===== src/replay_pkg.sv =====
`default_nettype none

package replay_pkg;

  // ------------------------------------------------------------------
  // Buffer geometry
  // ------------------------------------------------------------------

  localparam int MEM_ADDR_W = 10;                 // 1024-word buffer
  localparam int MEM_DATA_W = 64;                 // Stream and buffer word
  localparam int MEM_DEPTH  = 1 << MEM_ADDR_W;
  localparam int CNT_W      = MEM_ADDR_W + 1;     // Count can reach full depth

  localparam int APB_ADDR_W = 8;
  localparam int APB_DATA_W = 32;

  typedef logic [MEM_ADDR_W-1:0] word_addr_t;     // Buffer word address
  typedef logic [CNT_W-1:0]      word_cnt_t;      // Word count
  typedef logic [MEM_DATA_W-1:0] mem_data_t;      // One sample word
  typedef logic [APB_ADDR_W-1:0] apb_addr_t;
  typedef logic [APB_DATA_W-1:0] apb_data_t;

  // ------------------------------------------------------------------
  // Register map, byte addresses
  // ------------------------------------------------------------------

  localparam apb_addr_t REG_REC_BASE     = 8'h00;  // RW
  localparam apb_addr_t REG_REC_SIZE     = 8'h04;  // RW
  localparam apb_addr_t REG_REC_FULLNESS = 8'h08;  // RO
  localparam apb_addr_t REG_PLAY_BASE    = 8'h0C;  // RW
  localparam apb_addr_t REG_PLAY_SIZE    = 8'h10;  // RW
  localparam apb_addr_t REG_PKT_WORDS    = 8'h14;  // RW
  localparam apb_addr_t REG_CMD          = 8'h18;  // WO, self-clearing
  localparam apb_addr_t REG_STATUS       = 8'h1C;  // RO

  // Bit positions in REG_CMD
  localparam int CMD_REC_RESTART = 0;
  localparam int CMD_PLAY_ONCE   = 1;
  localparam int CMD_PLAY_CONT   = 2;
  localparam int CMD_STOP        = 3;

  // Playback engine states
  typedef enum logic [1:0] {
    PLAY_IDLE,      // Nothing in flight
    PLAY_RUN,       // Reading the region
    PLAY_STOPPING   // Finishing the current packet, then drain
  } play_state_t;

endpackage

`default_nettype wire


===== src/replay_regs.sv =====
`default_nettype none

module replay_regs (
  input  wire                        ce_clk,
  input  wire                        i_reset,

  // APB slave
  input  wire                        i_psel,
  input  wire                        i_penable,
  input  wire                        i_pwrite,
  input  wire replay_pkg::apb_addr_t i_paddr,
  input  wire replay_pkg::apb_data_t i_pwdata,
  output replay_pkg::apb_data_t      o_prdata,
  output logic                       o_pready,
  output logic                       o_pslverr,

  // Configuration to the engines
  output replay_pkg::word_addr_t     o_rec_base,
  output replay_pkg::word_cnt_t      o_rec_size,
  output replay_pkg::word_addr_t     o_play_base,
  output replay_pkg::word_cnt_t      o_play_size,
  output replay_pkg::word_cnt_t      o_pkt_words,

  // Command pulses, one cycle each
  output logic                       o_rec_restart,
  output logic                       o_play_once,
  output logic                       o_play_cont,
  output logic                       o_stop,

  // Status back from the engines
  input  wire replay_pkg::word_cnt_t i_fullness,
  input  wire                        i_playing
);

  import replay_pkg::*;

  logic access;    // Access phase of a transfer
  logic addr_ok;   // Address is in the map
  logic addr_ro;   // Address is read-only
  logic wr_en;     // Legal write, commits at this edge

  assign access    = i_psel & i_penable;
  assign o_pready  = 1'b1;                                 // No wait states
  assign o_pslverr = access & (~addr_ok | (i_pwrite & addr_ro));
  assign wr_en     = access & i_pwrite & ~o_pslverr;

  // ------------------------------------------------------------------
  // Address decode and readback
  // ------------------------------------------------------------------

  always_comb begin
    addr_ok  = 1'b1;
    addr_ro  = 1'b0;
    o_prdata = '0;
    case (i_paddr)
      REG_REC_BASE:  o_prdata = apb_data_t'(o_rec_base);
      REG_REC_SIZE:  o_prdata = apb_data_t'(o_rec_size);
      REG_REC_FULLNESS: begin
        o_prdata = apb_data_t'(i_fullness);
        addr_ro  = 1'b1;
      end
      REG_PLAY_BASE: o_prdata = apb_data_t'(o_play_base);
      REG_PLAY_SIZE: o_prdata = apb_data_t'(o_play_size);
      REG_PKT_WORDS: o_prdata = apb_data_t'(o_pkt_words);
      REG_CMD:       o_prdata = '0;                        // Pulses, nothing to read
      REG_STATUS: begin
        o_prdata = apb_data_t'(i_playing);                 // Bit 0 only
        addr_ro  = 1'b1;
      end
      default:       addr_ok = 1'b0;
    endcase
  end

  // ------------------------------------------------------------------
  // Register file and command pulses
  // ------------------------------------------------------------------

  always_ff @(posedge ce_clk) begin
    if (i_reset) begin
      o_rec_base    <= '0;
      o_rec_size    <= '0;
      o_play_base   <= '0;
      o_play_size   <= '0;
      o_pkt_words   <= '0;
      o_rec_restart <= 1'b0;
      o_play_once   <= 1'b0;
      o_play_cont   <= 1'b0;
      o_stop        <= 1'b0;
    end else begin
      // Pulses drop unless rewritten
      o_rec_restart <= 1'b0;
      o_play_once   <= 1'b0;
      o_play_cont   <= 1'b0;
      o_stop        <= 1'b0;
      if (wr_en) begin
        case (i_paddr)
          REG_REC_BASE:  o_rec_base  <= word_addr_t'(i_pwdata);  // Upper bits dropped
          REG_REC_SIZE:  o_rec_size  <= word_cnt_t'(i_pwdata);
          REG_PLAY_BASE: o_play_base <= word_addr_t'(i_pwdata);
          REG_PLAY_SIZE: o_play_size <= word_cnt_t'(i_pwdata);
          REG_PKT_WORDS: o_pkt_words <= word_cnt_t'(i_pwdata);
          REG_CMD: begin
            o_rec_restart <= i_pwdata[CMD_REC_RESTART];
            o_play_once   <= i_pwdata[CMD_PLAY_ONCE];
            o_play_cont   <= i_pwdata[CMD_PLAY_CONT];
            o_stop        <= i_pwdata[CMD_STOP];
          end
          default: ;
        endcase
      end
    end
  end

  // Access phase must follow a setup cycle
  a_apb_setup: assert property (@(posedge ce_clk) disable iff (i_reset)
    $rose(i_penable) |-> $past(i_psel & ~i_penable))
    else $error("APB enable without setup phase");

endmodule

`default_nettype wire


===== config.mk =====
export PLATFORM = sky130hd
export DESIGN_NAME = replay_regs
export DESIGN_NICKNAME = d
export VERILOG_FILES = /design/src/replay_pkg.sv /design/src/replay_regs.sv
export SDC_FILE = /design/constraint.sdc
export NUM_CORES = 1
export LEC_CHECK = 0
export ABC_AREA = 1
export BUFFER_PORTS_ARGS = -buffer_cell sky130_fd_sc_hd__buf_2
export CORE_MARGIN = 8
export CORE_UTILIZATION = 40
export CTS_CLUSTER_DIAMETER = 200
export CTS_CLUSTER_SIZE = 14
export DETAILED_ROUTE_END_ITERATION = 8
export HOLD_SLACK_MARGIN = 0.05
export MAX_ROUTING_LAYER = met4
export PLACE_DENSITY = 0.7
export SLEW_MARGIN = 20
export SYNTH_ARGS = -nofsm -noshare
export SYNTH_HDL_FRONTEND = slang
export SYNTH_SLANG_ARGS = --single-unit

===== constraint.sdc =====
create_clock -name ce_clk -period 2.64 [get_ports ce_clk]
set_input_delay 0.264 -clock ce_clk [delete_from_list [all_inputs] [get_ports ce_clk]]
set_output_delay 0.264 -clock ce_clk [all_outputs]
set_load 0.005 [all_outputs]

==> results by group <==
Clock tree
  – Clk slew on worst S/H paths: 0.06 ns
  – CTS tree: done
  – CTS buffer count: 9
  – # hold bufs at CTS: 0
  – Clock Path Buffers: 2
  – Postcts setup bufs: 0
  – Post_cts resized: 0
  – Htree depth: 3
  – Root Driver: clkbuf_8
  – Clk Latency, worst-skew pair: 0.33 ns
  – Clock Sinks: 57

Min path
  – Hold Crit Depth: 3
  – Worst Hold Launch: i_pwdata[0]
  – Min-delay worst type: in2reg

Logic synthesis
  – Largest family of logic cells by synthesized area: simple AND/OR/NAND/NOR gates
  – Post-Synth XOR/XNOR Area: 0%
  – Ys Warns: 0
  – Register area share after synthesis: 36.4%
  – EDFF count, synth: 0
  – Ys async rst share: 0%
  – Synth Instances: 490
  – Synth Flop Type: dfxtp_1
  – Post-synthesis register bit count: 57
  – Post-Synth Simple-Gate Area: 37.4%
  – Synth Area in Compound Gates: 7.15%
  – Post-Syn Area: 3130 um^2
  – Fraction of the mapped netlist area in adder cells: 0%
  – Syn_area_per_cell: 6.39 um^2
  – Distinct cells, synth: 27
  – Mux contribution to synthesized area: 0%

Critical path
  – Critical Path Source: i_paddr[0]
  – CP required: 2.38 ns
  – CP Depth: 12
  – Worst path most repeated cell: nand2_1
  – Reg2reg path depth: 4
  – Critical path data arrival time: 1.68 ns
  – CP peak stage delay: 0.31 ns
  – Worst setup EP type: primary output
  – Slowest CP cell: a221oi_1
  – Worst path cell trace: buf_2 > inv_1 > nand2_2 > nor2_1 > nand2_1 > buf_4 > clkinv_1 > nand2_1 > o21ai_0 > a221oi_1 > nand2_1 > buf_2
  – CP Class: in2out
  – Reg-to-reg startpoint: o_pkt_words[2]
  – Buf/Inv on CP: 5
  – Family with the most delay on the worst path: buffers and inverters
  – Crit path max fanout: 10
  – Critical Path Source Type: primary input

Cells and area
  – Area Growth Syn to Fin: 20.1%
  – Non-Filler Instances: 693
  – Ant. Diodes: 0
  – Final #Nets: 643
  – Layout cell share with drive strength beyond 1: 24.2%
  – Filler cells: 800
  – Utilization after layout: 49.2%

Detailed routing
  – Via/cell ratio: 4.54
  – WL per Instance: 13.3 um
  – Total routed wirelength: 9220 um
  – Antenna-violating nets left: 0
  – DRC: 0
  – DR vias: 3146
  – DRT Pass-1 Iters: 4
  – Drt first-iter violations: 189

STA
  – Final setup fails: 0
  – Fin crit period: 1.94 ns
  – Setup total negative slack: 0 ns
  – Unrepaired setup endpoints after global routing: false
  – Crit share post-route: 73.5%
  – Fmax: 0.515 GHz
  – Slew Limit Fails: 0
  – Actual slew at the worst max-slew pin: 0.911 ns
  – Final hold vios: 0
  – Clock Skew: 0 ns
  – Slew HR: 39.2%

Floorplan
  – Starting Density: 41.0%
  – Num ports: 148
  – Die Height: 104 um
  – Core area: 7650 um^2
  – Horiz. Die Dim: 104 um
  – Die area: 10900 um^2
  – Row cnt: 32

GRT
  – Number of global-route vias before repair: 2924
  – Grt met2 use: 26.1%
  – GR peak layer: met2
  – Tot GR Track Use: 16.8%
  – Routing usage on met3: 7.25%
  – Met1 Track Usage GR: 19.7%
  – Grt total ovfl: 0
  – First-pass GRT wire length: 14700 um
  – Initial antenna violation count: 0
  – Largest net degree at the start of global routing: 54

Pwr
  – Peak supply drop: 0.227 mV
  – PD cells: 466 nW/um^2
  – Leakage Power: 2.21 nW

Placed design
  – HPWL Detailed: 6870 um
  – Final Wtd Congestion: 0.856
  – Port-buffer cells: 104
  – Post-placement cell count: 677

Flow run
  – MaxCap Viol Count: 0

Outcome
  – Status: finished clean
-- cell usage in the layout (no fill, tap or decap), drive strengths merged --
master	instances
clkbuf	13
a221o	1
inv	74
o2111ai	9
clkinv	5
nand3	4
dfxtp	57
nor3	1
o21ai	2
buf	106
bufinv	1
nand2	145
o22ai	10
conb	22
nor2	124
a221oi	2
a21oi	9
nand4	6
-- flip-flops by register name, indices dropped and copies added (netlist names) --
signal         cells
o_pkt_words       11
o_play_size       11
o_rec_size        11
o_play_base       10
o_rec_base        10
o_play_cont        1
o_play_once        1
o_rec_restart      1
o_stop             1
-- synthesized netlist by cell type (all sizes together) (3+ instances only) --
cell type	instances	area (um^2)
clkinv	3	11.3
nor2	124	488
nand2	145	552
clkbuf	3	11.3
nand4	6	95.1
inv	74	278
a21oi	9	45.0
o22ai	10	62.6
buf	38	287
o2111ai	9	78.8
nand3	4	32.5
dfxtp	57	1140
-- layout make-up --
class                           instances  area [um^2]  area share (%)
Multi-Input combinational cell        335         1480            39.3
Sequential cell                        57         1140            30.3
Timing Repair Buffer                  106          536            14.2
Inverter                               77          289            7.68
Clock buffer                           13          149            3.96
Tap cell                              102          128            3.39
Clock inverter                          3         40.0            1.06
-- per-layer routing --
metal | routed length [um] | part of all wire [%]
met5 | 0 | 0
met4 | 80 | 0.87
met3 | 922 | 10
met2 | 4270 | 46
met1 | 3950 | 43
-- worst reg2reg max path, delay by kind of cell, from the launching register on --
kind	cells	cell delay, ns
flops	1	0.36
simple gates	3	0.26
buf+inv	1	0.05
-- per-stage QoR --
stage | setup slack [ns] | power (mW) | hold slack, ns | instance area (um^2)
2_1_floorplan | 1.16 | 0.947 | 0.376 | 3210
3_3_place_gp | 0.692 | 0.972 | 0.510 | 3570
3_5_place_dp | 0.648 | 0.973 | 0.515 | 3570
4_1_cts | 0.746 | 1.76 | 0.201 | 3760
5_1_grt | 0.636 | 1.82 | 0.196 | 3760
6_report | 0.699 | 1.75 | 0.214 | 3760
-- path summary, 6_finish.rpt --
path,endpoint,slack (ns)
worst max-delay path,o_prdata[0],0.70
worst min-delay path,o_rec_restart,0.21
worst max register to register,o_pkt_words[2],1.90
worst min register to register,o_pkt_words[7],0.53
-- cell families after synthesis --
family,Yosys count
compound gates,33
simple gates,280
flops,57
other cells,2
buf+inv,118
-- power breakdown --
part           internal [mW]  total [mW]  switching, mW
clock network          0.460       0.796          0.337
registers              0.860       0.861       0.000282
logic                 0.0282      0.0950         0.0668
(Power assumes the default switching activity.)
