$ cat src/replay_pkg.sv
`default_nettype none

package replay_pkg;

  // ------------------------------------------------------------------
  // Buffer geometry
  // ------------------------------------------------------------------

  localparam int MEM_ADDR_W = 10;                 // 1024-word buffer
  localparam int MEM_DATA_W = 64;                 // Stream and buffer word
  localparam int MEM_DEPTH  = 1 << MEM_ADDR_W;
  localparam int CNT_W      = MEM_ADDR_W + 1;     // Count can reach full depth

  localparam int APB_ADDR_W = 8;
  localparam int APB_DATA_W = 32;

  typedef logic [MEM_ADDR_W-1:0] word_addr_t;     // Buffer word address
  typedef logic [CNT_W-1:0]      word_cnt_t;      // Word count
  typedef logic [MEM_DATA_W-1:0] mem_data_t;      // One sample word
  typedef logic [APB_ADDR_W-1:0] apb_addr_t;
  typedef logic [APB_DATA_W-1:0] apb_data_t;

  // ------------------------------------------------------------------
  // Register map, byte addresses
  // ------------------------------------------------------------------

  localparam apb_addr_t REG_REC_BASE     = 8'h00;  // RW
  localparam apb_addr_t REG_REC_SIZE     = 8'h04;  // RW
  localparam apb_addr_t REG_REC_FULLNESS = 8'h08;  // RO
  localparam apb_addr_t REG_PLAY_BASE    = 8'h0C;  // RW
  localparam apb_addr_t REG_PLAY_SIZE    = 8'h10;  // RW
  localparam apb_addr_t REG_PKT_WORDS    = 8'h14;  // RW
  localparam apb_addr_t REG_CMD          = 8'h18;  // WO, self-clearing
  localparam apb_addr_t REG_STATUS       = 8'h1C;  // RO

  // Bit positions in REG_CMD
  localparam int CMD_REC_RESTART = 0;
  localparam int CMD_PLAY_ONCE   = 1;
  localparam int CMD_PLAY_CONT   = 2;
  localparam int CMD_STOP        = 3;

  // Playback engine states
  typedef enum logic [1:0] {
    PLAY_IDLE,      // Nothing in flight
    PLAY_RUN,       // Reading the region
    PLAY_STOPPING   // Finishing the current packet, then drain
  } play_state_t;

endpackage

`default_nettype wire

$ cat src/replay_play.sv
`default_nettype none

module replay_play (
  input  wire                         ce_clk,
  input  wire                         i_reset,

  // Configuration and commands
  input  wire replay_pkg::word_addr_t i_play_base,
  input  wire replay_pkg::word_cnt_t  i_play_size,
  input  wire replay_pkg::word_cnt_t  i_pkt_words,
  input  wire                         i_play_once,
  input  wire                         i_play_cont,
  input  wire                         i_stop,
  output logic                        o_playing,

  // Buffer read port, data one cycle after enable
  output logic                        o_rd_en,
  output replay_pkg::word_addr_t      o_rd_addr,
  input  wire replay_pkg::mem_data_t  i_rd_data,

  // Output stream
  output replay_pkg::mem_data_t       o_out_tdata,
  output logic                        o_out_tvalid,
  output logic                        o_out_tlast,
  input  wire                         i_out_tready
);

  import replay_pkg::*;

  play_state_t state;
  logic        cont;        // Continuous mode latched at start
  logic        rd_done;     // Last read of a single pass issued
  word_cnt_t   reg_cnt;     // Words read in this region pass
  word_cnt_t   pkt_cnt;     // Words read in this packet
  word_addr_t  rd_addr;
  logic        s1_valid;    // Word sitting on the RAM output
  logic        s1_last;     // Its tlast tag
  logic        out_ready;   // Output register free or draining
  logic        start, more, drained;
  logic        reg_last, pkt_last;

  // ------------------------------------------------------------------
  // Read issue
  // ------------------------------------------------------------------

  assign start    = (i_play_once | i_play_cont) && (i_play_size != '0) && (i_pkt_words != '0);
  assign reg_last = (word_cnt_t'(reg_cnt + 1'b1) == i_play_size);
  assign pkt_last = (word_cnt_t'(pkt_cnt + 1'b1) == i_pkt_words);

  // While stopping, reads go on only to finish a started packet
  assign more = ~rd_done &&
                ((state == PLAY_RUN) || ((state == PLAY_STOPPING) && (pkt_cnt != '0)));

  assign out_ready = ~o_out_tvalid | i_out_tready;
  assign o_rd_en   = more & (~s1_valid | out_ready);   // RAM output slot frees up
  assign o_rd_addr = rd_addr;
  assign drained   = ~more & ~s1_valid & ~o_out_tvalid;
  assign o_playing = (state != PLAY_IDLE);

  always_ff @(posedge ce_clk) begin
    if (i_reset) begin
      state   <= PLAY_IDLE;
      cont    <= 1'b0;
      rd_done <= 1'b0;
      reg_cnt <= '0;
      pkt_cnt <= '0;
      rd_addr <= '0;
    end else begin
      case (state)
        PLAY_IDLE: begin
          if (start) begin                              // Commands while busy are ignored
            state   <= PLAY_RUN;
            cont    <= i_play_cont;
            rd_done <= 1'b0;
            reg_cnt <= '0;
            pkt_cnt <= '0;
            rd_addr <= i_play_base;
          end
        end
        PLAY_RUN: begin
          if (i_stop)       state <= PLAY_STOPPING;
          else if (drained) state <= PLAY_IDLE;          // Single pass done
        end
        PLAY_STOPPING: if (drained) state <= PLAY_IDLE;
        default:       state <= PLAY_IDLE;
      endcase

      if (o_rd_en) begin
        if (reg_last) begin
          // Region end is also a packet end; repeat from base
          reg_cnt <= '0;
          pkt_cnt <= '0;
          rd_addr <= i_play_base;
          rd_done <= ~cont;
        end else begin
          reg_cnt <= reg_cnt + 1'b1;
          pkt_cnt <= pkt_last ? '0 : word_cnt_t'(pkt_cnt + 1'b1);
          rd_addr <= rd_addr + 1'b1;                     // Wraps modulo depth
        end
      end
    end
  end

  // ------------------------------------------------------------------
  // Output pipeline, RAM output then output register
  // ------------------------------------------------------------------

  always_ff @(posedge ce_clk) begin
    if (i_reset) begin
      s1_valid     <= 1'b0;
      o_out_tvalid <= 1'b0;
    end else begin
      s1_valid <= o_rd_en | (s1_valid & ~out_ready);    // Held while output stalls
      if (out_ready) o_out_tvalid <= s1_valid;
    end
  end

  always_ff @(posedge ce_clk) begin
    if (o_rd_en) s1_last <= reg_last | pkt_last;        // Tag travels with the read
    if (out_ready && s1_valid) begin
      o_out_tdata <= i_rd_data;
      o_out_tlast <= s1_last;
    end
  end

  // Stalled word must not change
  a_out_stable: assert property (@(posedge ce_clk) disable iff (i_reset)
    o_out_tvalid && !i_out_tready
      |=> o_out_tvalid && $stable(o_out_tdata) && $stable(o_out_tlast))
    else $error("Output changed under back-pressure");

  a_idle_quiet: assert property (@(posedge ce_clk) disable iff (i_reset)
    (state == PLAY_IDLE) |-> !o_out_tvalid)
    else $error("Output valid while idle");

endmodule

`default_nettype wire

$ cat config.mk
export PLATFORM = sky130hd
export DESIGN_NAME = replay_play
export DESIGN_NICKNAME = d
export VERILOG_FILES = /design/src/replay_pkg.sv /design/src/replay_play.sv
export SDC_FILE = /design/constraint.sdc
export NUM_CORES = 1
export LEC_CHECK = 0
export CORE_ASPECT_RATIO = 1.1
export CORE_UTILIZATION = 60
export DETAILED_ROUTE_END_ITERATION = 10
export DONT_BUFFER_PORTS = 1
export PLACE_DENSITY = 0.78
export SLEW_MARGIN = 20
export SYNTH_ARGS = -nofsm -noshare
export SYNTH_HDL_FRONTEND = slang
export SYNTH_SLANG_ARGS = --single-unit
$ cat constraint.sdc
create_clock -name ce_clk -period 10 [get_ports ce_clk]
set_input_delay 2 -clock ce_clk [delete_from_list [all_inputs] [get_ports ce_clk]]
set_output_delay 2 -clock ce_clk [all_outputs]
set_load 0.02 [all_outputs]
==> impl_metrics.prom, run 1 <==
# TYPE chip_impl_metric gauge
chip_impl_metric{name="postSynth.asyncResetShare",unit="%"} 0
chip_impl_info{name="cp-startpoint",value="i_out_tready"} 1
chip_impl_metric{name="total_wirelength_of_the_detailed_routed_design",unit="mm"} 9.779
chip_impl_metric{name="grt_overflow",unit=""} 0
chip_impl_metric{name="nFillCells",unit=""} 598
chip_impl_info{name="critical_path.reg2reg.startpoint",value="reg_cnt[0]"} 1
chip_impl_metric{name="hold_viol",unit=""} 0
chip_impl_metric{name="met2RoutedLength",unit="mm"} 4.824
chip_impl_metric{name="total_number_of_vias",unit=""} 3195
chip_impl_metric{name="dr.pass1.iters",unit=""} 4
chip_impl_info{name="critical_path.reg2reg.endpoint",value="o_rd_addr[7]"} 1
chip_impl_metric{name="synth-warning-count",unit=""} 0
chip_impl_metric{name="syn-cell-area",unit="µm²"} 4689
chip_impl_metric{name="cap_violations",unit=""} 0
chip_impl_metric{name="p_leak",unit="nW"} 1.639
chip_impl_metric{name="worstSetupPathDepth",unit=""} 4
chip_impl_metric{name="clk_transition_reported_paths",unit="ns"} 0.09
chip_impl_metric{name="syn-mean-instance-area",unit="µm²"} 11.55
chip_impl_metric{name="cp.required",unit="ns"} 8.00
chip_impl_metric{name="synthToLayoutAreaGrowth",unit="%"} 5.096
chip_impl_metric{name="final.setup.tns",unit="ns"} 0
chip_impl_metric{name="nets",unit=""} 505
chip_impl_metric{name="power_frac_seq",unit="%"} 62.2
chip_impl_metric{name="achievable-frequency",unit="GHz"} 0.2142
chip_impl_metric{name="timing.final.crit_share",unit="%"} 46.68
chip_impl_metric{name="max_transition_viols_final",unit=""} 0
chip_impl_metric{name="drc_violations_left",unit=""} 0
chip_impl_metric{name="routed_wire_length_per_instance",unit="µm"} 19.21
chip_impl_metric{name="die_w",unit="µm"} 86.29
chip_impl_info{name="timing.critical_path.slowest_stage_cell",value="sky130_fd_sc_hd__nor2b_1"} 1
chip_impl_metric{name="post_cts_buffers",unit=""} 0
chip_impl_info{name="highest-signal-layer",value="met4"} 1
chip_impl_metric{name="clock_skew",unit="ns"} 0.01484
chip_impl_info{name="cts_tree",value="yes"} 1
chip_impl_metric{name="critical_path.max_fanout",unit=""} 5
chip_impl_metric{name="cts_buffer_depth",unit=""} 2
chip_impl_info{name="critical_path_class",value="primary input to primary output"} 1
chip_impl_metric{name="mappedNetlistNets",unit=""} 512
chip_impl_info{name="endpoint",value="o_rd_en"} 1
chip_impl_metric{name="floorplan.die.height",unit="µm"} 94.72
chip_impl_metric{name="ir_drop",unit="V"} 0.0001041
chip_impl_metric{name="grt_pass1_wl",unit="mm"} 14.82
chip_impl_metric{name="drt-met1-wl",unit="mm"} 4.020
chip_impl_metric{name="p_per_area",unit="nW/µm²"} 170.5
chip_impl_metric{name="cts_inserted_buffers",unit=""} 9
chip_impl_metric{name="htree_levels",unit=""} 3
chip_impl_metric{name="numPlacedInstances",unit=""} 493
chip_impl_metric{name="arrival",unit="ns"} 2.67
chip_impl_info{name="critPathCaptureType",value="primary output"} 1
chip_impl_metric{name="cts.hold.buffers_added",unit=""} 0
chip_impl_metric{name="setup_failing_eps_final",unit=""} 0
chip_impl_info{name="synth_top_flop_cell",value="sky130_fd_sc_hd__edfxtp_1"} 1
chip_impl_metric{name="core_region_area",unit="µm²"} 7515
chip_impl_metric{name="grt_start_max_net_pins",unit=""} 66
chip_impl_info{name="crit_chain",value="nor2b_1 -> nand2_1 -> o211ai_2 -> inv_2"} 1
chip_impl_metric{name="gp_congestion",unit=""} 0.9021
chip_impl_metric{name="fp.dieArea",unit="µm²"} 8173
chip_impl_metric{name="fp-row-count",unit=""} 33
chip_impl_metric{name="seq_area_frac_synth",unit="%"} 58.48
chip_impl_metric{name="postLayoutCoreUtil",unit="%"} 65.58
chip_impl_metric{name="hpwl",unit="mm"} 7.130
chip_impl_metric{name="antenna_cells_inserted",unit=""} 0
chip_impl_metric{name="fin_worst_hold_slack",unit="ns"} 0.4319
chip_impl_metric{name="synth_enable_flop_cells",unit=""} 66
chip_impl_metric{name="layout.cells.non_filler",unit=""} 509
chip_impl_metric{name="drt_first_iter_violations",unit=""} 189
chip_impl_metric{name="first_global_vias",unit=""} 2903
chip_impl_metric{name="clock_sinks",unit=""} 104
chip_impl_metric{name="synth.distinct_cells",unit=""} 65
chip_impl_metric{name="number_of_buffers_and_inverters_on_the_critical_path",unit=""} 1
chip_impl_metric{name="met3WireLength",unit="µm"} 759
chip_impl_metric{name="power.switching",unit="µW"} 233.9
chip_impl_metric{name="postCtsResizedCells",unit=""} 0
chip_impl_info{name="worst_hold_path_type",value="flip-flop to flip-flop"} 1
chip_impl_metric{name="timing.slew.headroom",unit="%"} 35.98
chip_impl_info{name="cp_top_family",value="simple AND/OR/NAND/NOR gates"} 1
chip_impl_metric{name="synthesis.instances",unit=""} 406
chip_impl_info{name="rsz0062_at_grt",value="no"} 1
chip_impl_metric{name="setup_ws",unit="ns"} 5.332
chip_impl_metric{name="grt.total_usage",unit="%"} 24.18
chip_impl_metric{name="power.internal",unit="µW"} 606.3
chip_impl_metric{name="dp_worst_setup_slack",unit="ns"} 5.314
chip_impl_metric{name="power.share.switching",unit="%"} 27.84
chip_impl_metric{name="clk_latency",unit="ns"} 0.37
chip_impl_info{name="result_of_the_run",value="finished, final reports clean"} 1
chip_impl_metric{name="finalWorstPathRequiredPeriod",unit="ns"} 4.668
chip_impl_metric{name="boundaryPins",unit=""} 180
chip_impl_info{name="cts-root-buf",value="sky130_fd_sc_hd__clkbuf_8"} 1
chip_impl_metric{name="r2r_slack",unit="ns"} 6.67
chip_impl_info{name="crit_path_start_kind",value="primary input"} 1
chip_impl_metric{name="critical-path-max-stage-delay",unit="ns"} 0.25
chip_impl_metric{name="drive_above_1_share",unit="%"} 7.426
chip_impl_metric{name="comb_power_share",unit="%"} 8.4
chip_impl_metric{name="worst_r2r_path_depth",unit=""} 8
chip_impl_info{name="synth_top_cells_by_area",value="sky130_fd_sc_hd__edfxtp_1 (42%), sky130_fd_sc_hd__dfxtp_1 (16%), sky130_fd_sc_hd__xnor2_1 (3.0%), sky130_fd_sc_hd__nor2_1 (2.2%), sky130_fd_sc_hd__nand2_1 (2.1%)"} 1
chip_impl_metric{name="count_of_nets_left_with_antenna_violations_after_detail_routing",unit=""} 0
chip_impl_metric{name="grt_antenna_before_repair",unit=""} 0
chip_impl_info{name="synth_area_leader_cell",value="sky130_fd_sc_hd__edfxtp_1"} 1
chip_impl_metric{name="io_buffer_count",unit=""} 0
chip_impl_metric{name="post-synth-top-area-fraction",unit="%"} 42.26
chip_impl_metric{name="worstMarginPinSlew",unit="ns"} 0.9603
chip_impl_metric{name="power_frac_clock",unit="%"} 29.5
chip_impl_metric{name="route.detailed.vias_per_inst",unit=""} 6.277
chip_impl_metric{name="synth.ff_latch_count",unit=""} 104
chip_impl_metric{name="floorplan.initialDensity",unit="%"} 62.40
==> layout make-up <==
type                    instances  area, µm²  share of cell area, %
clock inverters                 6      57.56                  1.168
inverters                      10      37.54                 0.7616
well taps                     105      131.4                  2.666
repair buffers                  1      7.507                 0.1523
flip-flops and latches        104       2743                  55.65
clock buffers                  10      127.6                  2.589
multi-input cells             273       1824                  37.01
==> cell usage in the layout, fill, tap and decap left out, types with 3 or more instances in the layout <==
cell type	instances
sky130_fd_sc_hd__a211oi_1	4
sky130_fd_sc_hd__a21o_1	4
sky130_fd_sc_hd__a21oi_1	15
sky130_fd_sc_hd__a31oi_1	11
sky130_fd_sc_hd__and3_1	10
sky130_fd_sc_hd__clkbuf_8	9
sky130_fd_sc_hd__dfxtp_1	38
sky130_fd_sc_hd__edfxtp_1	66
sky130_fd_sc_hd__ha_1	4
sky130_fd_sc_hd__inv_1	9
sky130_fd_sc_hd__inv_6	3
sky130_fd_sc_hd__mux2i_1	5
sky130_fd_sc_hd__nand2_1	26
sky130_fd_sc_hd__nand3_1	16
sky130_fd_sc_hd__nand4_1	6
sky130_fd_sc_hd__nor2_1	27
sky130_fd_sc_hd__nor2b_1	8
sky130_fd_sc_hd__nor3_1	10
sky130_fd_sc_hd__nor3b_1	5
sky130_fd_sc_hd__nor4_1	8
sky130_fd_sc_hd__o211ai_1	6
sky130_fd_sc_hd__o21a_1	7
sky130_fd_sc_hd__o21ai_0	11
sky130_fd_sc_hd__o221a_1	6
sky130_fd_sc_hd__o31ai_1	5
sky130_fd_sc_hd__or2_2	5
sky130_fd_sc_hd__or3_1	8
sky130_fd_sc_hd__or4_1	3
sky130_fd_sc_hd__xnor2_1	16
sky130_fd_sc_hd__xor2_1	8
==> cells in the mapped netlist (8+ instances only) <==
| cell | count |
|---|---|
| sky130_fd_sc_hd__xor2_1 | 8 |
| sky130_fd_sc_hd__dfxtp_1 | 38 |
| sky130_fd_sc_hd__inv_1 | 9 |
| sky130_fd_sc_hd__nor4_1 | 8 |
| sky130_fd_sc_hd__xnor2_1 | 16 |
| sky130_fd_sc_hd__edfxtp_1 | 66 |
| sky130_fd_sc_hd__o21ai_0 | 11 |
| sky130_fd_sc_hd__nand2_1 | 26 |
| sky130_fd_sc_hd__nor2b_1 | 9 |
| sky130_fd_sc_hd__nor2_1 | 27 |
| sky130_fd_sc_hd__nand3_1 | 16 |
| sky130_fd_sc_hd__or3_1 | 8 |
| sky130_fd_sc_hd__and3_1 | 10 |
| sky130_fd_sc_hd__a31oi_1 | 11 |
| sky130_fd_sc_hd__buf_2 | 12 |
| sky130_fd_sc_hd__nor3_1 | 10 |
| sky130_fd_sc_hd__a21oi_1 | 15 |
==> stage by stage <==
stage          instance area [µm²]  power, mW
3_3_place_gp                  4735     0.5989
4_1_cts                       4920     0.8442
2_1_floorplan                 4690     0.5886
6_report                      4928     0.8403
5_1_grt                       4928     0.8749
3_5_place_dp                  4735     0.6016
==> power groups by stage <==
stage               Combinational (mW)  Sequential, mW  Clock [mW]
global route                    0.0786           0.526       0.271
detailed placement              0.0692           0.532           0
CTS                             0.0696           0.522       0.252
finish                          0.0702           0.522       0.248
floorplan                       0.0604           0.528           0
global placement                0.0674           0.531           0
==> sequential cells by signal, summed over array words and instances (netlist names) <==
signal and count:
o_out_tdata 64, pkt_cnt 11, o_out_tvalid 1, cont 1, s1_valid 1, state 2, o_out_tlast 1, o_rd_addr 10
reg_cnt 11, s1_last 1, rd_done 1
==> worst min path at each step <==
stage,startpoint,endpoint,depth (start not counted)
finish,s1_last,o_out_tlast,0
global route,s1_last,o_out_tlast,0
CTS,s1_last,o_out_tlast,0
detailed placement,s1_last,o_out_tlast,0
global placement,s1_last,o_out_tlast,0
floorplan,s1_last,o_out_tlast,0
==> worst register-to-register path, stage by stage, from the launching register on <==
cell	delay, ns
sky130_fd_sc_hd__dfxtp_1	0.46
sky130_fd_sc_hd__ha_1	0.31
sky130_fd_sc_hd__nand3_1	0.30
sky130_fd_sc_hd__or2_1	0.34
sky130_fd_sc_hd__a221o_1	0.35
sky130_fd_sc_hd__nor2_2	0.26
sky130_fd_sc_hd__o21a_1	0.80
sky130_fd_sc_hd__a21oi_1	0.15
sky130_fd_sc_hd__o221a_1	0.27
==> layer usage <==
metal,global-route usage (%),vias to the layer above
li1,-,1529
met1,30.26,1514
met2,39.02,138
met3,6.818,14
met4,10.97,0
met5,0,-
==> kinds of logic (layout without fill, tap and decap cells) <==
group | Yosys count | in the layout | synth area share, %
xor+xnor | 26 | 26 | 5.469
simple gates | 143 | 143 | 16.25
flops | 104 | 104 | 58.48
mux | 6 | 6 | 1.307
compound gates | 94 | 94 | 14.46
buf+inv | 29 | 27 | 2.962
fa+ha+maj | 4 | 4 | 1.067
Power figures use the tool's default switching activity.
==> run 2: changes to the inputs <==
==> constraint.sdc (replaced) <==
create_clock -name ce_clk -period 4.8 [get_ports ce_clk]
set_input_delay 0.96 -clock ce_clk [delete_from_list [all_inputs] [get_ports ce_clk]]
set_output_delay 0.96 -clock ce_clk [all_outputs]
set_load 0.02 [all_outputs]
==> run 2 against run 1 <==
Worst hold slack better by 0.0022 ns. First-iteration DRC count up 26%. Via count up 2.5%. Clock power up 120%. Register-to-register slack worse by 5.3 ns. Sequential power up 110%. Non-clock buffer count unchanged. Sequential share of layout area down 0.11 points. Power up 110%. Critical path depth up 4. Critical endpoint is now pkt_cnt[9].
==> impl_metrics.prom, run 2 (synthesis gave the netlist of run 1 again) <==
# TYPE chip_impl_metric gauge
chip_impl_metric{name="clock_skew",unit="ns"} 0.008975
chip_impl_metric{name="power.internal",unit="mW"} 1.311
chip_impl_info{name="critical_path_class",value="flip-flop to flip-flop"} 1
chip_impl_metric{name="synthToLayoutAreaGrowth",unit="%"} 5.310
chip_impl_metric{name="p_per_area",unit="nW/µm²"} 362.5
chip_impl_metric{name="grt.total_usage",unit="%"} 24.56
chip_impl_info{name="top_register",value="o_out_tdata"} 1
chip_impl_metric{name="ir_drop",unit="V"} 0.0001955
chip_impl_metric{name="core_region_area",unit="µm²"} 7515
chip_impl_metric{name="timing.slew.headroom",unit="%"} 28.63
chip_impl_metric{name="total_number_of_vias",unit=""} 3274
chip_impl_metric{name="max_transition_viols_final",unit=""} 0
chip_impl_metric{name="cts_buffer_depth",unit=""} 2
chip_impl_metric{name="setup_failing_eps_final",unit=""} 0
chip_impl_metric{name="count_of_nets_left_with_antenna_violations_after_detail_routing",unit=""} 0
chip_impl_metric{name="first_global_vias",unit=""} 2901
chip_impl_info{name="rsz0062_at_grt",value="no"} 1
chip_impl_metric{name="power_frac_seq",unit="%"} 60.8
chip_impl_metric{name="clk_transition_reported_paths",unit="ns"} 0.10
chip_impl_metric{name="largest_register_ffs",unit=""} 64
chip_impl_metric{name="p_leak",unit="nW"} 1.642
chip_impl_metric{name="power.switching",unit="µW"} 479.6
chip_impl_metric{name="total_wirelength_of_the_detailed_routed_design",unit="mm"} 9.948
chip_impl_metric{name="worstMarginPinSlew",unit="ns"} 1.068
chip_impl_metric{name="grt_overflow",unit=""} 0
chip_impl_metric{name="grt_pass1_wl",unit="mm"} 14.99
chip_impl_metric{name="nets",unit=""} 505
chip_impl_metric{name="arrival",unit="ns"} 3.69
chip_impl_metric{name="grt_start_max_net_pins",unit=""} 38
chip_impl_metric{name="dp_worst_setup_slack",unit="ns"} 1.439
chip_impl_metric{name="die_w",unit="µm"} 86.29
chip_impl_metric{name="layout.cells.non_filler",unit=""} 509
chip_impl_info{name="largest_registers",value="o_out_tdata x64, pkt_cnt x11, reg_cnt x11"} 1
chip_impl_info{name="cts_tree",value="yes"} 1
chip_impl_metric{name="routed_wire_length_per_instance",unit="µm"} 19.54
chip_impl_metric{name="postLayoutCoreUtil",unit="%"} 65.72
chip_impl_metric{name="drive_above_1_share",unit="%"} 7.426
chip_impl_metric{name="htree_levels",unit=""} 3
chip_impl_metric{name="final.setup.tns",unit="ns"} 0
chip_impl_metric{name="route.detailed.vias_per_inst",unit=""} 6.432
chip_impl_metric{name="power_frac_clock",unit="%"} 31.0
chip_impl_metric{name="drc_violations_left",unit=""} 0
chip_impl_metric{name="hold_viol",unit=""} 0
chip_impl_metric{name="power.share.switching",unit="%"} 26.78
chip_impl_info{name="critPathCaptureType",value="flip-flop"} 1
chip_impl_metric{name="clock_sinks",unit=""} 104
chip_impl_metric{name="timing.final.crit_share",unit="%"} 71.24
chip_impl_info{name="crit_path_start_kind",value="flip-flop"} 1
chip_impl_metric{name="dr.pass1.iters",unit=""} 5
chip_impl_metric{name="grt_antenna_before_repair",unit=""} 0
chip_impl_metric{name="clk_latency",unit="ns"} 0.37
chip_impl_metric{name="fp.dieArea",unit="µm²"} 8173
chip_impl_metric{name="critical_path.max_fanout",unit=""} 13
chip_impl_metric{name="floorplan.initialDensity",unit="%"} 62.40
chip_impl_metric{name="cts.hold.buffers_added",unit=""} 0
chip_impl_metric{name="cap_violations",unit=""} 0
chip_impl_metric{name="cts_inserted_buffers",unit=""} 9
chip_impl_metric{name="setup_ws",unit="ns"} 1.381
chip_impl_metric{name="post_cts_buffers",unit=""} 0
chip_impl_metric{name="io_buffer_count",unit=""} 0
chip_impl_metric{name="achievable-frequency",unit="GHz"} 0.2925
chip_impl_info{name="worst_hold_path_type",value="flip-flop to flip-flop"} 1
chip_impl_metric{name="hpwl",unit="mm"} 7.285
chip_impl_info{name="mostFrequentLayoutCell",value="sky130_fd_sc_hd__edfxtp_1"} 1
chip_impl_info{name="cts-root-buf",value="sky130_fd_sc_hd__clkbuf_8"} 1
chip_impl_metric{name="comb_power_share",unit="%"} 8.2
chip_impl_metric{name="gp_congestion",unit=""} 0.9600
chip_impl_metric{name="numPlacedInstances",unit=""} 493
chip_impl_metric{name="drt_first_iter_violations",unit=""} 238
chip_impl_info{name="most-common-layout-cells",value="sky130_fd_sc_hd__edfxtp_1 (66), sky130_fd_sc_hd__dfxtp_1 (38), sky130_fd_sc_hd__nor2_1 (27)"} 1
chip_impl_info{name="result_of_the_run",value="finished, final reports clean"} 1
chip_impl_metric{name="floorplan.die.height",unit="µm"} 94.72
chip_impl_metric{name="fp-row-count",unit=""} 33
chip_impl_metric{name="finalWorstPathRequiredPeriod",unit="ns"} 3.419
chip_impl_metric{name="boundaryPins",unit=""} 180
chip_impl_metric{name="antenna_cells_inserted",unit=""} 0
chip_impl_metric{name="postCtsResizedCells",unit=""} 0
chip_impl_metric{name="fin_worst_hold_slack",unit="ns"} 0.4341
chip_impl_metric{name="cp.required",unit="ns"} 5.07
## run 2: cell types whose count changed in the layout (fill, tap and decap cells not counted), sizes merged
cell    delta
inv        -2
bufinv     +1
clkinv     +1
## run 2: per-layer routing
| layer | wire length (µm) | track usage, % |
|---|---|---|
| met1 | 3864 | 30.42 |
| met2 | 5038 | 39.95 |
| met3 | 875 | 7.255 |
| met4 | 170 | 10.69 |
| met5 | 0 | 0 |
## run 2: final timing paths
path	start	endpoint	slack [ns]	cells after the start
max	pkt_cnt[0]	pkt_cnt[9]	1.38	8
min	s1_last	o_out_tlast	0.43	0
max reg2reg	pkt_cnt[0]	pkt_cnt[9]	1.38	8
min reg2reg	s1_last	o_out_tlast	0.43	0
## run 2: through the flow
step / cell area [µm²] / power (mW)
floorplan: 4690 / 1.226
global placement: 4735 / 1.249
detailed placement: 4735 / 1.255
CTS: 4938 / 1.803
global route: 4938 / 1.863
finish: 4938 / 1.790
## run 2: final cells by class
type,instances,area [µm²]
flip-flops and latches,104,2743
clock inverters,6,76.32
well taps,105,131.4
repair buffers,1,7.507
inverters,10,37.54
fillers,608,2576
multi-input cells,273,1815
clock buffers,10,127.6
## run 2: critical path, cell delays in order, from the launching register on
cell	delay (ns)
sky130_fd_sc_hd__dfxtp_1	0.46
sky130_fd_sc_hd__ha_1	0.28
sky130_fd_sc_hd__nand3_1	0.31
sky130_fd_sc_hd__o31ai_1	0.35
sky130_fd_sc_hd__nand3_1	0.13
sky130_fd_sc_hd__or3_1	0.37
sky130_fd_sc_hd__nor4b_2	0.94
sky130_fd_sc_hd__nor2_1	0.18
sky130_fd_sc_hd__a211o_1	0.30
## run 2: power groups by stage
stage / clock, mW / sequential [mW] / combinational (mW)
after floorplan: 0 / 1.10 / 0.126
after global placement: 0 / 1.11 / 0.142
after detailed placement: 0 / 1.11 / 0.146
after CTS: 0.568 / 1.09 / 0.146
after global routing: 0.604 / 1.09 / 0.164
final: 0.556 / 1.09 / 0.146
==> run 3: changes to the inputs <==
==> constraint.sdc (replaced) <==
create_clock -name ce_clk -period 3.5 [get_ports ce_clk]
set_input_delay 0.7 -clock ce_clk [delete_from_list [all_inputs] [get_ports ce_clk]]
set_output_delay 0.7 -clock ce_clk [all_outputs]
set_load 0.02 [all_outputs]
==> run 3 against run 2 <==
Sequential power rose by 37%. First-iteration DRC count down 32%. Via count shrank 2.1%. Register-to-register slack lost 1.0 ns. Critical path type unchanged. Largest cell class unchanged. Highest routed layer unchanged.
==> impl_metrics.prom, run 3 (synthesis gave the netlist of run 1 again) <==
# TYPE chip_impl_metric gauge
chip_impl_info{name="result_of_the_run",value="finished, final reports clean"} 1
chip_impl_metric{name="grt_start_max_net_pins",unit=""} 66
chip_impl_info{name="critical_path_class",value="flip-flop to flip-flop"} 1
chip_impl_metric{name="dr.pass1.iters",unit=""} 5
chip_impl_metric{name="grt_pass1_wl",unit="mm"} 14.60
chip_impl_metric{name="comb_power_share",unit="%"} 8.7
chip_impl_metric{name="nFillCells",unit=""} 597
chip_impl_metric{name="fp-row-count",unit=""} 33
chip_impl_metric{name="multiInputGateArea",unit="µm²"} 1815
chip_impl_metric{name="cts_inserted_buffers",unit=""} 9
chip_impl_metric{name="grt_overflow",unit=""} 0
chip_impl_metric{name="fin_worst_hold_slack",unit="ns"} 0.3858
chip_impl_metric{name="first_global_vias",unit=""} 2851
chip_impl_metric{name="io_buffer_count",unit=""} 0
chip_impl_metric{name="setup_failing_eps_final",unit=""} 0
chip_impl_metric{name="power_frac_seq",unit="%"} 62.6
chip_impl_metric{name="cp.required",unit="ns"} 3.80
chip_impl_metric{name="total_number_of_vias",unit=""} 3205
chip_impl_metric{name="count_of_nets_left_with_antenna_violations_after_detail_routing",unit=""} 0
chip_impl_metric{name="gp_congestion",unit=""} 0.8899
chip_impl_info{name="rsz0062_at_grt",value="no"} 1
chip_impl_metric{name="timing.slew.headroom",unit="%"} 48.17
chip_impl_metric{name="cap_violations",unit=""} 0
chip_impl_metric{name="power_frac_clock",unit="%"} 28.7
chip_impl_metric{name="worstMarginPinSlew",unit="ns"} 0.7775
chip_impl_metric{name="p_per_area",unit="nW/µm²"} 482.0
chip_impl_metric{name="achievable-frequency",unit="GHz"} 0.3195
chip_impl_metric{name="core_region_area",unit="µm²"} 7515
chip_impl_info{name="mostFrequentLayoutCell",value="sky130_fd_sc_hd__edfxtp_1"} 1
chip_impl_metric{name="hpwl",unit="mm"} 7.108
chip_impl_info{name="cts-root-buf",value="sky130_fd_sc_hd__clkbuf_8"} 1
chip_impl_metric{name="htree_levels",unit=""} 3
chip_impl_metric{name="p_leak",unit="nW"} 1.643
chip_impl_metric{name="postCtsResizedCells",unit=""} 0
chip_impl_metric{name="post_cts_buffers",unit=""} 0
chip_impl_metric{name="clk_transition_reported_paths",unit="ns"} 0.10
chip_impl_metric{name="power.switching",unit="µW"} 654.9
chip_impl_metric{name="cts.hold.buffers_added",unit=""} 0
chip_impl_metric{name="clk_latency",unit="ns"} 0.37
chip_impl_metric{name="ff_latch_area",unit="µm²"} 2743
chip_impl_metric{name="ir_drop",unit="V"} 0.0002784
chip_impl_metric{name="drc_violations_left",unit=""} 0
chip_impl_metric{name="power.internal",unit="mW"} 1.730
chip_impl_metric{name="synthToLayoutAreaGrowth",unit="%"} 5.496
chip_impl_metric{name="critical_path.max_fanout",unit=""} 16
chip_impl_metric{name="largest_register_ffs",unit=""} 64
chip_impl_metric{name="routed_wire_length_per_instance",unit="µm"} 18.96
chip_impl_metric{name="fp.dieArea",unit="µm²"} 8173
chip_impl_metric{name="hold_viol",unit=""} 0
chip_impl_info{name="worst_hold_path_type",value="primary input to flip-flop"} 1
chip_impl_metric{name="floorplan.initialDensity",unit="%"} 62.40
chip_impl_metric{name="total_wirelength_of_the_detailed_routed_design",unit="mm"} 9.729
chip_impl_metric{name="grt.total_usage",unit="%"} 23.90
chip_impl_metric{name="grt_antenna_before_repair",unit=""} 0
chip_impl_info{name="largest_registers",value="o_out_tdata x64, pkt_cnt x11, reg_cnt x11"} 1
chip_impl_metric{name="route.detailed.vias_per_inst",unit=""} 6.248
chip_impl_info{name="crit_path_start_kind",value="flip-flop"} 1
chip_impl_metric{name="die_w",unit="µm"} 86.29
chip_impl_metric{name="nets",unit=""} 509
chip_impl_metric{name="timing.final.crit_share",unit="%"} 89.44
chip_impl_metric{name="drive_above_1_share",unit="%"} 8.333
chip_impl_metric{name="drt_first_iter_violations",unit=""} 163
chip_impl_metric{name="clock_skew",unit="ns"} 0.008686
chip_impl_metric{name="power.share.switching",unit="%"} 27.46
chip_impl_metric{name="finalWorstPathRequiredPeriod",unit="ns"} 3.130
chip_impl_metric{name="final.setup.tns",unit="ns"} 0
chip_impl_info{name="top_register",value="o_out_tdata"} 1
chip_impl_info{name="critPathCaptureType",value="flip-flop"} 1
chip_impl_metric{name="floorplan.die.height",unit="µm"} 94.72
chip_impl_metric{name="arrival",unit="ns"} 3.43
chip_impl_metric{name="max_transition_viols_final",unit=""} 0
chip_impl_metric{name="boundaryPins",unit=""} 180
chip_impl_info{name="most-common-layout-cells",value="sky130_fd_sc_hd__edfxtp_1 (66), sky130_fd_sc_hd__dfxtp_1 (38), sky130_fd_sc_hd__nor2_1 (27)"} 1
chip_impl_metric{name="cts_buffer_depth",unit=""} 2
chip_impl_info{name="cts_tree",value="yes"} 1
chip_impl_metric{name="antenna_cells_inserted",unit=""} 0
chip_impl_metric{name="clock_sinks",unit=""} 104
[run 3: changes by cell type in the layout (fill, tap and decap cells not counted)]
cell | previous run | this run
sky130_fd_sc_hd__clkinvlp_4 | 0 | 2
sky130_fd_sc_hd__buf_4 | 1 | 5
sky130_fd_sc_hd__bufinv_16 | 1 | 0
sky130_fd_sc_hd__inv_4 | 1 | 0
[run 3: area by class of cell]
cell class,count,area share [%]
multi-input cells,273,36.70
well taps,105,2.656
clock inverters,6,1.113
clock buffers,10,2.580
repair buffers,5,0.7587
flip-flops and latches,104,55.44
inverters,10,0.7587
[run 3: critical path, stage by stage (launching register included)]
cell                      delay (ns)
sky130_fd_sc_hd__dfxtp_1        0.45
sky130_fd_sc_hd__ha_1           0.29
sky130_fd_sc_hd__nand3_1        0.27
sky130_fd_sc_hd__or2_1          0.34
sky130_fd_sc_hd__a221o_1        0.34
sky130_fd_sc_hd__nor2_2         0.25
sky130_fd_sc_hd__o21a_1         0.52
sky130_fd_sc_hd__buf_4          0.29
sky130_fd_sc_hd__nand3_1        0.10
sky130_fd_sc_hd__a31oi_1        0.19
[run 3: worst paths after layout]
check / startpoint / end / slack, ns / cells after the start
worst max register to register: reg_cnt[0] / reg_cnt[5] / 0.37 / 9
worst min-delay path: i_reset / s1_valid / 0.39 / 1
worst max-delay path: reg_cnt[0] / reg_cnt[5] / 0.37 / 9
worst min register to register: rd_done / rd_done / 0.46 / 2
[run 3: per-stage QoR]
step                cells  area [µm²]  power, mW  worst slack [ns]  utilization, %
global route          513        4947      2.482            0.1542           65.83
detailed placement    497        4765      1.726            0.4785           63.40
global placement      497        4765      1.717            0.6171           63.40
finish                513        4947      2.385            0.3697           65.83
floorplan             406        4692      1.680            0.6080               -
CTS                   513        4947      2.398            0.4342           65.83
[run 3: power groups by stage]
stage / Clock (mW) / Sequential, mW / Combinational (mW)
5_1_grt: 0.751 / 1.50 / 0.231
3_3_place_gp: 0 / 1.52 / 0.200
6_report: 0.684 / 1.49 / 0.208
4_1_cts: 0.699 / 1.49 / 0.206
2_1_floorplan: 0 / 1.51 / 0.173
3_5_place_dp: 0 / 1.52 / 0.205
[run 3: routing by layer]
| metal | vias up | track usage, % | routed length (µm) | part of all wire (%) |
|---|---|---|---|---|
| met3 | 9 | 7.605 | 891 | 9.2 |
| met1 | 1497 | 29.89 | 3875 | 40 |
| met5 | - | 0 | 0 | 0 |
| li1 | 1537 | - | - | - |
| met4 | 0 | 9.167 | 106 | 1.1 |
| met2 | 162 | 38.76 | 4856 | 50 |
